File: src/alu_pkg.sv
// ALU opcode definitions
`default_nettype none

package alu_pkg;

    // width of one opcode field in the flattened op bus
    localparam int ALU_OP_W = 3;

    // shifts use the low four bits of operand b
    // pass returns operand a unchanged
    typedef enum logic [ALU_OP_W-1:0] {
        OP_ADD  = 3'd0,
        OP_SUB  = 3'd1,
        OP_AND  = 3'd2,
        OP_OR   = 3'd3,
        OP_XOR  = 3'd4,
        OP_SHL  = 3'd5,
        OP_SHR  = 3'd6,
        OP_PASS = 3'd7
    } alu_op_t;

endpackage : alu_pkg

`default_nettype wire

File: src/arb_pkg.sv
// Arbitration types
`default_nettype none

package arb_pkg;

    // arbiter FSM
    // IDLE picks a winner from the sampled requests, BUSY holds the grant
    // for the whole four-phase transaction, RELEASE is the one-cycle gap
    // where the recency ranks have just been updated
    typedef enum logic [1:0] {
        ARB_IDLE    = 2'd0,
        ARB_BUSY    = 2'd1,
        ARB_RELEASE = 2'd2
    } arb_state_t;

endpackage : arb_pkg

`default_nettype wire

File: src/alu_execute.sv
// ALU execute stage
`timescale 1ns/1ps
`default_nettype none

module alu_execute #(
    parameter int DATA_W = 16,
    parameter int IDX_W  = 2
) (
    input  wire               clk,
    input  wire               rst_n,
    input  wire               dec_valid_i,
    input  wire  [IDX_W-1:0]  dec_idx_i,
    input  wire  [DATA_W-1:0] opa_i,
    input  wire  [DATA_W-1:0] opb_i,
    input  wire               sub_en_i,
    input  wire  [1:0]        logic_sel_i,
    input  wire               shift_en_i,
    input  wire               shift_dir_i,
    input  wire               pass_i,
    output logic              exe_valid_o,
    output logic [IDX_W-1:0]  exe_idx_o,
    output logic [DATA_W-1:0] exe_result_o,
    output logic              exe_zero_o
);

    logic [DATA_W-1:0] b_eff;
    logic [DATA_W-1:0] sum;
    logic [DATA_W-1:0] shifted;
    logic [3:0]        shamt;
    logic [DATA_W-1:0] res_next;

    // subtract is a + ~b + 1
    assign b_eff   = sub_en_i ? ~opb_i : opb_i;
    assign sum     = opa_i + b_eff + {{(DATA_W-1){1'b0}}, sub_en_i};
    assign shamt   = opb_i[3:0];
    assign shifted = shift_dir_i ? (opa_i >> shamt) : (opa_i << shamt);

    always_comb begin
        if (pass_i) begin
            res_next = opa_i;
        end else if (shift_en_i) begin
            res_next = shifted;
        end else begin
            case (logic_sel_i)
                2'd1:    res_next = opa_i & opb_i;
                2'd2:    res_next = opa_i | opb_i;
                2'd3:    res_next = opa_i ^ opb_i;
                default: res_next = sum;
            endcase
        end
    end

    always_ff @(posedge clk or negedge rst_n) begin
        if (!rst_n) begin
            exe_valid_o <= 1'b0;
        end else begin
            exe_valid_o <= dec_valid_i;
        end
    end

    always_ff @(posedge clk) begin
        if (dec_valid_i) begin
            exe_idx_o    <= dec_idx_i;
            exe_result_o <= res_next;
            exe_zero_o   <= (res_next == '0);
        end
    end

endmodule : alu_execute

`default_nettype wire

File: src/cmd_decode.sv
// Command decode stage
`timescale 1ns/1ps
`default_nettype none

module cmd_decode
    import alu_pkg::*;
#(
    parameter int NUM_REQ = 4,
    parameter int DATA_W  = 16,
    parameter int IDX_W   = $clog2(NUM_REQ)
) (
    input  wire                         clk,
    input  wire                         rst_n,
    input  wire                         grant_valid_i,
    input  wire  [IDX_W-1:0]            grant_idx_i,
    input  wire  [NUM_REQ*ALU_OP_W-1:0] op_i,
    input  wire  [NUM_REQ*DATA_W-1:0]   a_i,
    input  wire  [NUM_REQ*DATA_W-1:0]   b_i,
    output logic                        dec_valid_o,
    output logic [IDX_W-1:0]            dec_idx_o,
    output logic [DATA_W-1:0]           opa_o,
    output logic [DATA_W-1:0]           opb_o,
    output logic                        sub_en_o,
    output logic [1:0]                  logic_sel_o,
    output logic                        shift_en_o,
    output logic                        shift_dir_o,
    output logic                        pass_o
);

    alu_op_t    op_sel;
    logic       sub_en;
    logic [1:0] logic_sel;
    logic       shift_en;
    logic       shift_dir;
    logic       pass;

    assign op_sel = alu_op_t'(op_i[grant_idx_i*ALU_OP_W +: ALU_OP_W]);

    // logic_sel: 0 adder, 1 and, 2 or, 3 xor
    always_comb begin
        sub_en    = 1'b0;
        logic_sel = 2'd0;
        shift_en  = 1'b0;
        shift_dir = 1'b0;
        pass      = 1'b0;
        case (op_sel)
            OP_ADD: ;
            OP_SUB: sub_en = 1'b1;
            OP_AND: logic_sel = 2'd1;
            OP_OR:  logic_sel = 2'd2;
            OP_XOR: logic_sel = 2'd3;
            OP_SHL: shift_en = 1'b1;
            OP_SHR: begin
                shift_en  = 1'b1;
                shift_dir = 1'b1;
            end
            default: pass = 1'b1;
        endcase
    end

    always_ff @(posedge clk or negedge rst_n) begin
        if (!rst_n) begin
            dec_valid_o <= 1'b0;
        end else begin
            dec_valid_o <= grant_valid_i;
        end
    end

    always_ff @(posedge clk) begin
        if (grant_valid_i) begin
            dec_idx_o   <= grant_idx_i;
            opa_o       <= a_i[grant_idx_i*DATA_W +: DATA_W];
            opb_o       <= b_i[grant_idx_i*DATA_W +: DATA_W];
            sub_en_o    <= sub_en;
            logic_sel_o <= logic_sel;
            shift_en_o  <= shift_en;
            shift_dir_o <= shift_dir;
            pass_o      <= pass;
        end
    end

endmodule : cmd_decode

`default_nettype wire

File: src/lru_arbiter.sv
// LRU arbiter
`timescale 1ns/1ps
`default_nettype none

module lru_arbiter
    import arb_pkg::*;
#(
    parameter int NUM_REQ = 4,
    parameter int IDX_W   = $clog2(NUM_REQ)
) (
    input  wire                clk,
    input  wire                rst_n,
    input  wire  [NUM_REQ-1:0] req_i,
    input  wire                release_i,
    output logic               grant_valid_o,
    output logic [IDX_W-1:0]   grant_idx_o
);

    arb_state_t         state;
    logic [NUM_REQ-1:0] req_q;
    logic [IDX_W-1:0]   rank [NUM_REQ];
    logic [IDX_W-1:0]   lru_idx;
    logic [IDX_W-1:0]   best_rank;
    logic               found;

    always_ff @(posedge clk or negedge rst_n) begin
        if (!rst_n) begin
            req_q <= '0;
        end else begin
            req_q <= req_i;
        end
    end

    // lowest rank among pending requests wins
    always_comb begin
        lru_idx   = '0;
        best_rank = '1;
        found     = 1'b0;
        for (int i = 0; i < NUM_REQ; i++) begin
            if (req_q[i] && (!found || rank[i] < best_rank)) begin
                lru_idx   = IDX_W'(i);
                best_rank = rank[i];
                found     = 1'b1;
            end
        end
    end

    always_ff @(posedge clk or negedge rst_n) begin
        if (!rst_n) begin
            state         <= ARB_IDLE;
            grant_valid_o <= 1'b0;
            grant_idx_o   <= '0;
            for (int i = 0; i < NUM_REQ; i++) begin
                rank[i] <= IDX_W'(i);
            end
        end else begin
            grant_valid_o <= 1'b0;
            case (state)
                ARB_IDLE: begin
                    if (found) begin
                        grant_valid_o <= 1'b1;
                        grant_idx_o   <= lru_idx;
                        state         <= ARB_BUSY;
                    end
                end
                ARB_BUSY: begin
                    if (release_i) begin
                        // winner becomes most recent, younger ones age by one
                        for (int i = 0; i < NUM_REQ; i++) begin
                            if (i == int'(grant_idx_o)) begin
                                rank[i] <= IDX_W'(NUM_REQ - 1);
                            end else if (rank[i] > rank[grant_idx_o]) begin
                                rank[i] <= rank[i] - 1'b1;
                            end
                        end
                        state <= ARB_RELEASE;
                    end
                end
                default: begin
                    state <= ARB_IDLE;
                end
            endcase
        end
    end

endmodule : lru_arbiter

`default_nettype wire

File: src/result_return.sv
// Result return and ack stage
`timescale 1ns/1ps
`default_nettype none

module result_return #(
    parameter int NUM_REQ = 4,
    parameter int DATA_W  = 16,
    parameter int IDX_W   = $clog2(NUM_REQ)
) (
    input  wire                clk,
    input  wire                rst_n,
    input  wire                exe_valid_i,
    input  wire  [IDX_W-1:0]   exe_idx_i,
    input  wire  [DATA_W-1:0]  exe_result_i,
    input  wire                exe_zero_i,
    input  wire  [NUM_REQ-1:0] req_i,
    output logic [NUM_REQ-1:0] ack_o,
    output logic [DATA_W-1:0]  result_o,
    output logic               zero_o,
    output logic               release_o
);

    logic [NUM_REQ-1:0] ack_q;
    logic [NUM_REQ-1:0] ack_set;
    logic [DATA_W-1:0]  result_q;
    logic               zero_q;
    logic               req_drop;

    // one-hot ack for the carried index
    assign ack_set = {{(NUM_REQ-1){1'b0}}, 1'b1} << exe_idx_i;

    // acked requester has dropped its req
    assign req_drop = |(ack_q & ~req_i);

    always_ff @(posedge clk or negedge rst_n) begin
        if (!rst_n) begin
            ack_q     <= '0;
            release_o <= 1'b0;
        end else begin
            release_o <= 1'b0;
            if (exe_valid_i) begin
                ack_q <= ack_set;
            end else if (req_drop) begin
                // ack falls and the arbiter is told in the same edge
                ack_q     <= '0;
                release_o <= 1'b1;
            end
        end
    end

    // result held for as long as the ack stays up
    always_ff @(posedge clk) begin
        if (exe_valid_i) begin
            result_q <= exe_result_i;
            zero_q   <= exe_zero_i;
        end
    end

    assign ack_o    = ack_q;
    assign result_o = result_q;
    assign zero_o   = zero_q;

endmodule : result_return

`default_nettype wire

File: src/shared_alu_top.sv
// Shared ALU top level
`timescale 1ns/1ps
`default_nettype none

module shared_alu_top
    import alu_pkg::*;
#(
    parameter int NUM_REQ = 4,
    parameter int DATA_W  = 16
) (
    input  wire                         clk,
    input  wire                         rst_n,
    input  wire  [NUM_REQ-1:0]          req_i,
    input  wire  [NUM_REQ*ALU_OP_W-1:0] op_i,
    input  wire  [NUM_REQ*DATA_W-1:0]   a_i,
    input  wire  [NUM_REQ*DATA_W-1:0]   b_i,
    output wire  [NUM_REQ-1:0]          ack_o,
    output wire  [DATA_W-1:0]           result_o,
    output wire                         zero_o
);

    localparam int IDX_W = $clog2(NUM_REQ);

    logic              grant_valid;
    logic [IDX_W-1:0]  grant_idx;
    logic              dec_valid;
    logic [IDX_W-1:0]  dec_idx;
    logic [DATA_W-1:0] opa;
    logic [DATA_W-1:0] opb;
    logic              sub_en;
    logic [1:0]        logic_sel;
    logic              shift_en;
    logic              shift_dir;
    logic              pass;
    logic              exe_valid;
    logic [IDX_W-1:0]  exe_idx;
    logic [DATA_W-1:0] exe_result;
    logic              exe_zero;
    logic              rel_pulse;

    lru_arbiter #(.NUM_REQ(NUM_REQ), .IDX_W(IDX_W)) u_arbiter (
        .clk(clk), .rst_n(rst_n),
        .req_i(req_i), .release_i(rel_pulse),
        .grant_valid_o(grant_valid), .grant_idx_o(grant_idx)
    );

    cmd_decode #(.NUM_REQ(NUM_REQ), .DATA_W(DATA_W), .IDX_W(IDX_W)) u_decode (
        .clk(clk), .rst_n(rst_n),
        .grant_valid_i(grant_valid), .grant_idx_i(grant_idx),
        .op_i(op_i), .a_i(a_i), .b_i(b_i),
        .dec_valid_o(dec_valid), .dec_idx_o(dec_idx),
        .opa_o(opa), .opb_o(opb),
        .sub_en_o(sub_en), .logic_sel_o(logic_sel),
        .shift_en_o(shift_en), .shift_dir_o(shift_dir), .pass_o(pass)
    );

    alu_execute #(.DATA_W(DATA_W), .IDX_W(IDX_W)) u_execute (
        .clk(clk), .rst_n(rst_n),
        .dec_valid_i(dec_valid), .dec_idx_i(dec_idx),
        .opa_i(opa), .opb_i(opb),
        .sub_en_i(sub_en), .logic_sel_i(logic_sel),
        .shift_en_i(shift_en), .shift_dir_i(shift_dir), .pass_i(pass),
        .exe_valid_o(exe_valid), .exe_idx_o(exe_idx),
        .exe_result_o(exe_result), .exe_zero_o(exe_zero)
    );

    result_return #(.NUM_REQ(NUM_REQ), .DATA_W(DATA_W), .IDX_W(IDX_W)) u_result (
        .clk(clk), .rst_n(rst_n),
        .exe_valid_i(exe_valid), .exe_idx_i(exe_idx),
        .exe_result_i(exe_result), .exe_zero_i(exe_zero),
        .req_i(req_i),
        .ack_o(ack_o), .result_o(result_o), .zero_o(zero_o),
        .release_o(rel_pulse)
    );

endmodule : shared_alu_top

`default_nettype wire
File: config.mk
export PLATFORM = sky130hd
export DESIGN_NAME = shared_alu_top
export DESIGN_NICKNAME = d
export VERILOG_FILES = /design/src/alu_pkg.sv /design/src/arb_pkg.sv /design/src/alu_execute.sv /design/src/cmd_decode.sv /design/src/lru_arbiter.sv /design/src/result_return.sv /design/src/shared_alu_top.sv
export SDC_FILE = /design/constraint.sdc
export NUM_CORES = 1
export LEC_CHECK = 0
export BUFFER_PORTS_ARGS = -buffer_cell sky130_fd_sc_hd__buf_2
export CAP_MARGIN = 20
export CORE_UTILIZATION = 43
export DETAILED_ROUTE_END_ITERATION = 12
export PLACE_DENSITY = 0.69
export SYNTH_ARGS = -nofsm -noshare
export SYNTH_HDL_FRONTEND = slang
export SYNTH_SLANG_ARGS = --single-unit
export TNS_END_PERCENT = 1
File: constraint.sdc
create_clock -name clk -period 5.38 [get_ports clk]
set_input_delay 0 -clock clk [delete_from_list [all_inputs] [get_ports clk]]
set_output_delay 0 -clock clk [all_outputs]
set_load 0.02 [all_outputs]
==> impl_metrics.env, run 1 <==
export IMPL_drv_cap=0
export IMPL_drive_gt1_frac=0.301
export IMPL_design_area_sq_mm=0.00964
export IMPL_synth_flop_cell="edfxtp_1"
export IMPL_max_slew_margin=0.276
export IMPL_clockRootBuffer="clkbuf_16"
export IMPL_grt_pass1_vias=6948
export IMPL_cts_repair_resized=0
export IMPL_syn_num_nets=1007
export IMPL_wl_per_cell_um=20.0
export IMPL_status="complete, but fails checks"
export IMPL_total_power_mw=6.67
export IMPL_vdd_ir_drop_max_mv=0.217
export IMPL_nNetsFinal=1154
export IMPL_worstPathMaxFanout=9
export IMPL_final_cells=1189
export IMPL_first_pass_iters=10
export IMPL_syn_inst=803
export IMPL_synth_seq_cells=100
export IMPL_synth_top_area_frac=0.277
export IMPL_groute_usage_overall=0.249
export IMPL_yosysTopAreaCell="edfxtp_1"
export IMPL_route_detailed_drc=2
export IMPL_numCtsBuffers=9
export IMPL_vias=7265
export IMPL_die_y_um=140
export IMPL_synth_cell_types=68
export IMPL_yosysWarnings=0
export IMPL_critical_path_required_ns=5.57
export IMPL_placed_cell_area_sq_mm=0.00928
export IMPL_drv_slew=0
export IMPL_violations="design-rule violations"
export IMPL_dieArea_sq_mm=0.0197
export IMPL_viasPerCell=6.11
export IMPL_grt_first_pass_wirelength_mm=37.5
export IMPL_critPathLaunchType="flip-flop"
export IMPL_grt_overflow_total=0
export IMPL_antenna_found_initial=0
export IMPL_setup_viol=0
export IMPL_tns_ns=0
export IMPL_clk_pin_slew_ns=0.08
export IMPL_total_leakage_power_nw=4.07
export IMPL_syn2layout_area_growth_pct=17.0
export IMPL_yosysSeqAreaShare=0.351
export IMPL_powerDensity_mw_per_mm2=692
export IMPL_synth_area_top_cells="edfxtp_1 28%, mux4_2 13%, ha_1 8.7%"
export IMPL_die_w_um=140
export IMPL_fin_skew_ns=0.0117
export IMPL_fmax_mhz=254
export IMPL_initial_core_util=0.439
export IMPL_setup_ws_ns=1.44
export IMPL_criticalPathCategory="reg -> reg"
export IMPL_clk_path_buf_depth=2
export IMPL_drt_iter0_markers=801
export IMPL_syn_area_sq_mm=0.00824
export IMPL_cts_hold_buf=5
export IMPL_rsz0062_at_grt="no"
export IMPL_dp_hpwl_mm=17.6
export IMPL_ios=167
export IMPL_utilization=0.513
export IMPL_core_sq_mm=0.0188
export IMPL_crit_arrival_ns=4.13
export IMPL_cts_tree="done"
export IMPL_globalplace_congestion=0.951
export IMPL_port_buffers=166
export IMPL_whs_ns=0.0262
export IMPL_drt_wl_total_mm=23.8
export IMPL_final_hold_violation_count=0
export IMPL_clock_latency_ns=0.36
export IMPL_avgSynthCellArea_sq_um=10.3
export IMPL_synth_edf_count=76
export IMPL_finalCritPeriodShare=0.732
export IMPL_period_needed_ns=3.94
export IMPL_hold_class="in -> reg"
export IMPL_end_kind="flip-flop"
export IMPL_clkSinkCount=100
export IMPL_ant_nets=0
export IMPL_antennaDiodeCount=0
export IMPL_post_cts_buffers=0
export IMPL_async_flop_share=0.240
export IMPL_dp_cells=1168
export IMPL_worst_pin_slew_ns=1.06
export IMPL_grt_start_max_net_pins=54
export IMPL_num_rows=50
export IMPL_pre_cts_ws_ns=1.46
export IMPL_htree_levels=3
## final timing paths
kind / endpoint / startpoint / slack, ns / cells past startpoint
worst max-delay path: u_execute.exe_zero_o / u_decode.opa_o[0] / 1.44 / 11
min in group asynchronous: u_arbiter.rank[6] / rst_n / 0.17 / 2
max in group asynchronous: u_arbiter.grant_idx_o[1] / rst_n / 4.80 / 2
worst min-delay path: u_decode.opa_o[1] / a_i[1] / 0.03 / 2
worst min register to register: u_execute.exe_idx_o[0] / u_decode.dec_idx_o[0] / 0.42 / 0
worst max register to register: u_execute.exe_zero_o / u_decode.opa_o[0] / 1.44 / 11
## synthesized netlist by cell type, drive strengths merged, types with 13 or more instances
cell type   n
nor2       59
clkbuf     35
o21ai      38
buf        17
edfxtp     76
nand3      18
xor2       16
mux4       49
dfrtp      20
nor3       14
inv        60
mux2       21
a31oi      14
a21oi      44
mux2i      18
nand2      59
nand2b     13
ha         57
## cells by family (layout without fill, tap and decap cells)
group	count (synthesis)	after routing	share of synthesized area
AO/OA/AOI/OAI	200	200	0.165
XOR/XNOR	23	23	0.0261
adder cells (fa/ha/maj)	59	59	0.0902
buffers and inverters	114	266	0.0538
flip-flops	100	100	0.351
multiplexers	88	88	0.185
AND/OR/NAND/NOR	219	219	0.130
## flip-flops by register name (all words and copies together), names as in the netlist
| name | cells |
|---|---|
| u_arbiter.grant_idx_o | 2 |
| u_arbiter.grant_valid_o | 1 |
| u_arbiter.rank | 8 |
| u_arbiter.req_q | 4 |
| u_arbiter.state | 2 |
| u_decode.dec_idx_o | 2 |
| u_decode.dec_valid_o | 1 |
| u_decode.logic_sel_o | 2 |
| u_decode.opa_o | 16 |
| u_decode.opb_o | 16 |
| u_decode.pass_o | 1 |
| u_decode.shift_dir_o | 1 |
| u_decode.shift_en_o | 1 |
| u_decode.sub_en_o | 1 |
| u_execute.exe_idx_o | 2 |
| u_execute.exe_result_o | 16 |
| u_execute.exe_valid_o | 1 |
| u_execute.exe_zero_o | 1 |
| u_result.ack_o | 4 |
| u_result.release_o | 1 |
| u_result.result_o | 16 |
| u_result.zero_o | 1 |
## cell type report
cell class	instances	area, sq um
Clock buffer	9	225
Multi-Input combinational cell	589	4910
Clock inverter	7	80.1
Timing Repair Buffer	188	1010
Fill cell	1692	9130
Sequential cell	100	2890
Tap cell	234	293
Inverter	62	233
## worst max-delay path, stage by stage, from the launching register on
cell,delay (ns)
edfxtp_1,0.36
buf_4,0.19
mux2_2,0.32
fa_1,0.41
a21oi_1,0.24
o22ai_1,0.14
or2_2,0.32
a221oi_1,0.43
a211oi_1,0.18
or4_1,0.54
or4_1,0.42
nor4_2,0.24
## placed cells by master (no fill, tap or decap), types with 10 or more instances in the layout
cell / synthesis / layout
a221oi_1: 10 / 10
inv_1: 60 / 60
nor2b_1: 12 / 12
nand3_1: 18 / 18
a21oi_1: 44 / 44
ha_1: 57 / 57
buf_4: 0 / 17
a31oi_1: 14 / 14
buf_2: 6 / 166
nand2b_1: 13 / 13
mux2i_1: 18 / 18
nor2_1: 59 / 59
a211oi_1: 10 / 10
xor2_1: 16 / 16
edfxtp_1: 76 / 76
mux4_2: 49 / 49
nand2_1: 59 / 59
nor3_1: 14 / 14
o21ai_0: 38 / 38
dfrtp_1: 20 / 18
mux2_2: 20 / 20
## routing by layer
layer,track usage,part of all wire
met1,0.342,0.44
met2,0.388,0.44
met3,0.0591,0.096
met4,0.0804,0.026
met5,0,0
## where the power goes
part           switching [mW]  internal, mW  leakage (nW)
Combinational            2.34          1.79          2.92
Clock                   0.329         0.330         0.145
Sequential              0.536          1.34          1.01
Total                    3.21          3.46          4.07
Power figures use the tool's default switching activity.
==> inputs of run 2 (changes only) <==
--- a/config.mk
+++ b/config.mk
@@ -5,11 +5,12 @@
 export SDC_FILE = /design/constraint.sdc
 export NUM_CORES = 1
 export LEC_CHECK = 0
+export ABC_AREA = 1
 export BUFFER_PORTS_ARGS = -buffer_cell sky130_fd_sc_hd__buf_2
 export CAP_MARGIN = 20
 export CORE_UTILIZATION = 43
 export DETAILED_ROUTE_END_ITERATION = 12
-export PLACE_DENSITY = 0.69
+export PLACE_DENSITY = 0.72
 export SYNTH_ARGS = -nofsm -noshare
 export SYNTH_HDL_FRONTEND = slang
 export SYNTH_SLANG_ARGS = --single-unit
==> constraint.sdc (replaced) <==
create_clock -name clk -period 3.3 [get_ports clk]
set_input_delay 0 -clock clk [delete_from_list [all_inputs] [get_ports clk]]
set_output_delay 0 -clock clk [all_outputs]
set_load 0.02 [all_outputs]
==> run 2 against run 1 <==
Effect of this change: the flow now finishes without violations; clock power up 71%; combinational power up 86%; sequential share of layout area down 1.2 points; first-iteration DRC count down 17%; sequential power up 52%; flip-flop and latch count unchanged; die area down 4.8%.
==> impl_metrics.env, run 2 <==
export IMPL_rsz0062_at_grt="no"
export IMPL_fill_cells=1575
export IMPL_design_area_sq_mm=0.0100
export IMPL_synth_seq_cells=100
export IMPL_ant_nets=0
export IMPL_syn_num_nets=1228
export IMPL_tns_ns=0
export IMPL_drv_slew=0
export IMPL_grt_pass1_vias=7577
export IMPL_ios=167
export IMPL_antennaDiodeCount=0
export IMPL_vias=8084
export IMPL_clk_pin_slew_ns=0.07
export IMPL_synth_flop_cell="edfxtp_1"
export IMPL_drt_wl_total_mm=24.1
export IMPL_fin_skew_ns=0.0134
export IMPL_synth_most_common_cell="nand2_1"
export IMPL_worst_pin_slew_ns=0.786
export IMPL_syn_area_sq_mm=0.00784
export IMPL_globalplace_congestion=0.955
export IMPL_viasPerCell=5.44
export IMPL_yosysSeqAreaShare=0.369
export IMPL_first_pass_iters=5
export IMPL_route_detailed_drc=0
export IMPL_setup_viol=0
export IMPL_synth_area_top_cells="edfxtp_1 29%, nand2_1 13%, ha_1 9.1%"
export IMPL_total_leakage_power_nw=4.86
export IMPL_cts_repair_resized=0
export IMPL_yosysWarnings=0
export IMPL_status="completed"
export IMPL_cts_tree="done"
export IMPL_critPathLaunchType="flip-flop"
export IMPL_worstPathMaxFanout=26
export IMPL_die_y_um=137
export IMPL_finalCritPeriodShare=0.839
export IMPL_period_needed_ns=2.77
export IMPL_die_w_um=137
export IMPL_vdd_ir_drop_max_mv=0.494
export IMPL_avgSynthCellArea_sq_um=7.65
export IMPL_drt_iter0_markers=666
export IMPL_fmax_mhz=361
export IMPL_clk_path_buf_depth=2
export IMPL_dieArea_sq_mm=0.0188
export IMPL_powerDensity_mw_per_mm2=1160
export IMPL_end_kind="flip-flop"
export IMPL_synth_top_area_frac=0.291
export IMPL_port_buffers=166
export IMPL_numCtsBuffers=9
export IMPL_antenna_found_initial=0
export IMPL_async_flop_share=0.240
export IMPL_grt_overflow_total=0
export IMPL_critical_path_required_ns=3.52
export IMPL_yosysTopAreaCell="edfxtp_1"
export IMPL_syn_inst=1024
export IMPL_hold_class="in -> reg"
export IMPL_num_rows=48
export IMPL_wl_per_cell_um=16.2
export IMPL_crit_arrival_ns=2.99
export IMPL_synthTopCellsByCount="275 x nand2_1, 120 x inv_1, 78 x nand3_1"
export IMPL_clock_latency_ns=0.36
export IMPL_placed_cell_area_sq_mm=0.00885
export IMPL_dp_hpwl_mm=17.7
export IMPL_drv_cap=0
export IMPL_nNetsFinal=1461
export IMPL_initial_core_util=0.447
export IMPL_final_common_cell="nand2_1"
export IMPL_final_cell_mix="275 x nand2_1, 166 x buf_2, 120 x inv_1, 84 x dlygate4sd3_1, 78 x nand3_1"
export IMPL_criticalPathCategory="reg -> reg"
export IMPL_utilization=0.572
export IMPL_whs_ns=0.00969
export IMPL_htree_levels=3
export IMPL_grt_first_pass_wirelength_mm=38.0
export IMPL_core_sq_mm=0.0175
export IMPL_syn2layout_area_growth_pct=28.1
export IMPL_clkSinkCount=100
export IMPL_drive_gt1_frac=0.177
export IMPL_max_slew_margin=0.474
export IMPL_groute_usage_overall=0.265
export IMPL_final_hold_violation_count=0
export IMPL_clockRootBuffer="clkbuf_16"
export IMPL_synth_cell_types=45
export IMPL_synth_edf_count=76
export IMPL_grt_start_max_net_pins=42
[run 2: path summary, 6_finish.rpt]
check                                          startpoint              endpoint  slack (ns)  depth (start not counted)
max in group asynchronous                           rst_n     u_arbiter.rank[0]        2.76                          2
worst min-delay path                              a_i[33]     u_decode.opa_o[1]        0.01                          3
worst min register to register  u_execute.exe_result_o[2]  u_result.result_o[2]        0.42                          0
worst max register to register          u_decode.opb_o[1]  u_execute.exe_zero_o        0.53                         13
worst max-delay path                    u_decode.opb_o[1]  u_execute.exe_zero_o        0.53                         13
min in group asynchronous                           rst_n    u_arbiter.req_q[1]        0.16                          2
[run 2: logic make-up (layout without fill, tap and decap cells)]
group,after synthesis,count (layout),share of synthesized area
adders and majority gates,58,58,0.0936
xor gates and xnor gates,21,21,0.0235
muxes,5,5,0.00639
AOI/OAI and AO/OA,234,234,0.191
DFF,100,100,0.369
buffers and inverters,170,408,0.0888
and+or+nand+nor,436,436,0.228
[run 2: cell type report]
class	count	area (sq um)	area share
clock buffers	9	225	0.0224
clock inverters	7	103	0.0102
inverters	124	465	0.0464
multi-input cells	754	4260	0.424
flip-flops and latches	100	2890	0.288
well taps	225	282	0.0280
repair buffers	268	1820	0.181
[run 2: worst max-delay path, stage by stage (launching register included)]
cell,delay [ns]
edfxtp_1,0.58
inv_2,0.41
buf_4,0.30
nand3_1,0.10
o21a_1,0.15
nand2_1,0.06
o21ai_1,0.08
nand2_1,0.07
nand3_1,0.09
a21boi_1,0.32
nand2_1,0.10
nor2_1,0.15
nand3_1,0.11
nor2_1,0.10
[run 2: repair_timing]
item / 4_1_cts / 5_1_grt
hold endpoints to repair: 59 / 0
hold buffers: 84 / 0
buffers inserted: 0 / 1
setup endpoints to repair: 0 / 1
[run 2: metal layers]
metal / track usage / routed length, um
met1: 0.354 / 10800
met5: 0 / 0
met2: 0.437 / 11000
met4: 0.100 / 830
met3: 0.0311 / 1520
[run 2: where the power goes]
part | total [mW] | switching [mW] | internal [mW]
combinational | 7.69 | 4.74 | 2.95
clock | 1.13 | 0.515 | 0.616
sequential | 2.85 | 0.619 | 2.23
[run 2: metrics by stage]
stage | instances | total power, mW | setup slack, ns
2_1_floorplan | 1024 | 7.92 | 0.508
3_3_place_gp | 1386 | 9.75 | 0.390
3_5_place_dp | 1386 | 9.83 | 0.363
4_1_cts | 1486 | 11.5 | 0.339
5_1_grt | 1487 | 12.8 | 0.265
6_report | 1487 | 11.7 | 0.531
==> inputs of run 3 (changes only) <==
--- a/config.mk
+++ b/config.mk
@@ -10,7 +10,7 @@
 export CAP_MARGIN = 20
 export CORE_UTILIZATION = 43
 export DETAILED_ROUTE_END_ITERATION = 12
-export PLACE_DENSITY = 0.72
+export PLACE_DENSITY = 0.69
 export SYNTH_ARGS = -nofsm -noshare
 export SYNTH_HDL_FRONTEND = slang
 export SYNTH_SLANG_ARGS = --single-unit
==> constraint.sdc (replaced) <==
create_clock -name clk -period 2.7 [get_ports clk]
set_input_delay 0 -clock clk [delete_from_list [all_inputs] [get_ports clk]]
set_output_delay 0 -clock clk [all_outputs]
set_load 0.02 [all_outputs]
==> run 3 against run 2 <==
Effect of this change: the flow now finishes with violations (negative setup slack); setup slack worse by 0.61 ns; combinational power increased by 43%; cell count increased by 3.4%; count of clock-buffer cells in the layout unchanged; largest cell class unchanged.
==> impl_metrics.env, run 3 (synthesis results as in run 2) <==
export IMPL_violations="negative setup slack"
export IMPL_dp_hpwl_mm=18.6
export IMPL_critPathLaunchType="flip-flop"
export IMPL_final_seq_area_sq_mm=0.00289
export IMPL_worst_pin_slew_ns=0.747
export IMPL_worstHoldStart="op_i[11]"
export IMPL_setup_ws_ns=-0.0772
export IMPL_antenna_found_initial=0
export IMPL_clkSinkCount=100
export IMPL_startpoint="u_decode.sub_en_o"
export IMPL_grt_overflow_total=0
export IMPL_num_rows=48
export IMPL_critical_path_required_ns=2.93
export IMPL_crit_arrival_ns=3.01
export IMPL_status="complete, but fails checks"
export IMPL_ant_nets=0
export IMPL_syn2layout_area_growth_pct=35.1
export IMPL_htree_levels=3
export IMPL_ios=167
export IMPL_drv_cap=0
export IMPL_clock_latency_ns=0.37
export IMPL_multi_input_area_sq_mm=0.00436
export IMPL_end_kind="flip-flop"
export IMPL_total_leakage_power_nw=5.13
export IMPL_final_common_cell="nand2_1"
export IMPL_cts_tree="done"
export IMPL_criticalPathCategory="reg -> reg"
export IMPL_drt_iter0_markers=612
export IMPL_vias=8338
export IMPL_grt_first_pass_wirelength_mm=38.9
export IMPL_final_hold_violation_count=0
export IMPL_fin_skew_ns=0.0144
export IMPL_powerDensity_mw_per_mm2=1490
export IMPL_port_buffers=166
export IMPL_die_y_um=137
export IMPL_vdd_ir_drop_max_mv=0.621
export IMPL_fill_cells=1547
export IMPL_utilization=0.604
export IMPL_tns_ns=-0.0907
export IMPL_hold_class="in -> reg"
export IMPL_period_needed_ns=2.78
export IMPL_wl_per_cell_um=16.3
export IMPL_setup_viol=2
export IMPL_core_sq_mm=0.0175
export IMPL_total_power_mw=15.7
export IMPL_route_detailed_drc=0
export IMPL_final_cells=1537
export IMPL_clk_path_buf_depth=2
export IMPL_initial_core_util=0.447
export IMPL_final_cell_mix="263 x nand2_1, 166 x buf_2, 114 x inv_1, 86 x dlygate4sd3_1, 76 x edfxtp_1"
export IMPL_finalCritPeriodShare=1.03
export IMPL_nNetsFinal=1511
export IMPL_grt_start_max_net_pins=41
export IMPL_clk_pin_slew_ns=0.07
export IMPL_numCtsBuffers=9
export IMPL_design_area_sq_mm=0.0106
export IMPL_drt_wl_total_mm=25.0
export IMPL_dieArea_sq_mm=0.0188
export IMPL_drive_gt1_frac=0.235
export IMPL_reg2reg_from="u_decode.sub_en_o"
export IMPL_first_pass_iters=5
export IMPL_clockRootBuffer="clkbuf_16"
export IMPL_die_w_um=137
export IMPL_dp_cells=1422
export IMPL_worstPathMaxFanout=3
export IMPL_viasPerCell=5.42
export IMPL_placed_cell_area_sq_mm=0.00916
export IMPL_groute_usage_overall=0.273
export IMPL_max_slew_margin=0.502
export IMPL_drv_slew=0
export IMPL_globalplace_congestion=0.926
export IMPL_fmax_mhz=360
export IMPL_antennaDiodeCount=0
export IMPL_grt_pass1_vias=7589
export IMPL_rsz0062_at_grt="yes"
[run 3: cell count changes in the layout (fill, tap and decap cells not counted), sizes merged]
| cell | change |
|---|---|
| buf | +48 |
| clkinv | -1 |
| dlygate4sd3 | +2 |
| inv | +1 |
[run 3: worst max-delay path, stage by stage (launching register included)]
cell,delay (ns)
edfxtp_1,0.43
buf_6,0.15
buf_6,0.11
xor2_1,0.26
fa_2,0.50
a221oi_1,0.34
a21oi_1,0.14
a21boi_1,0.25
nand2_1,0.10
nor2_1,0.17
nand3_1,0.11
nor2_2,0.09
[run 3: metrics by stage]
| stage | setup slack (ns) | hold slack [ns] |
|---|---|---|
| finish | -0.0772 | 0.0518 |
| detailed placement | -0.0137 | 0.0165 |
| CTS | 0.00911 | 0.0129 |
| global route | -0.295 | 0.0361 |
| floorplan | 0.118 | -0.296 |
| global placement | 0.0693 | 0.0102 |
[run 3: report_power, final]
| part | total [mW] | internal (mW) | switching, mW |
|---|---|---|---|
| Clock | 1.36 | 0.744 | 0.618 |
| Sequential | 3.36 | 2.72 | 0.641 |
| Combinational | 11.0 | 4.58 | 6.44 |
| Total | 15.7 | 8.04 | 7.70 |
[run 3: path summary, 6_finish.rpt]
path / end / slack, ns / cells past startpoint
max in group asynchronous: u_arbiter.rank[1] / 2.16 / 2
min in group asynchronous: u_arbiter.rank[6] / 0.16 / 2
max reg2reg: u_execute.exe_zero_o / -0.08 / 11
min reg2reg: u_decode.dec_valid_o / 0.38 / 0
max: u_execute.exe_zero_o / -0.08 / 11
min: u_decode.pass_o / 0.05 / 3
[run 3: final cells by class]
type	count	area share
multi-input cells	754	0.412
flip-flops and latches	100	0.273
repair buffers	318	0.215
inverters	124	0.0440
clock buffers	9	0.0213
well taps	225	0.0266
clock inverters	7	0.00863
[run 3: timing repair]
item                                    CTS  global route
hold buffers                             86             0
endpoints found under the setup margin    1            27
endpoints found under the hold margin    59             0
pin swaps                                 2            32
gates resized for setup                   3            51
buffers inserted                          0            13
[run 3: layer usage]
| metal | global-route usage | routed length, um |
|---|---|---|
| met1 | 0.360 | 10800 |
| met2 | 0.428 | 11200 |
| met3 | 0.0470 | 1720 |
| met4 | 0.138 | 1220 |
| met5 | 0 | 0 |
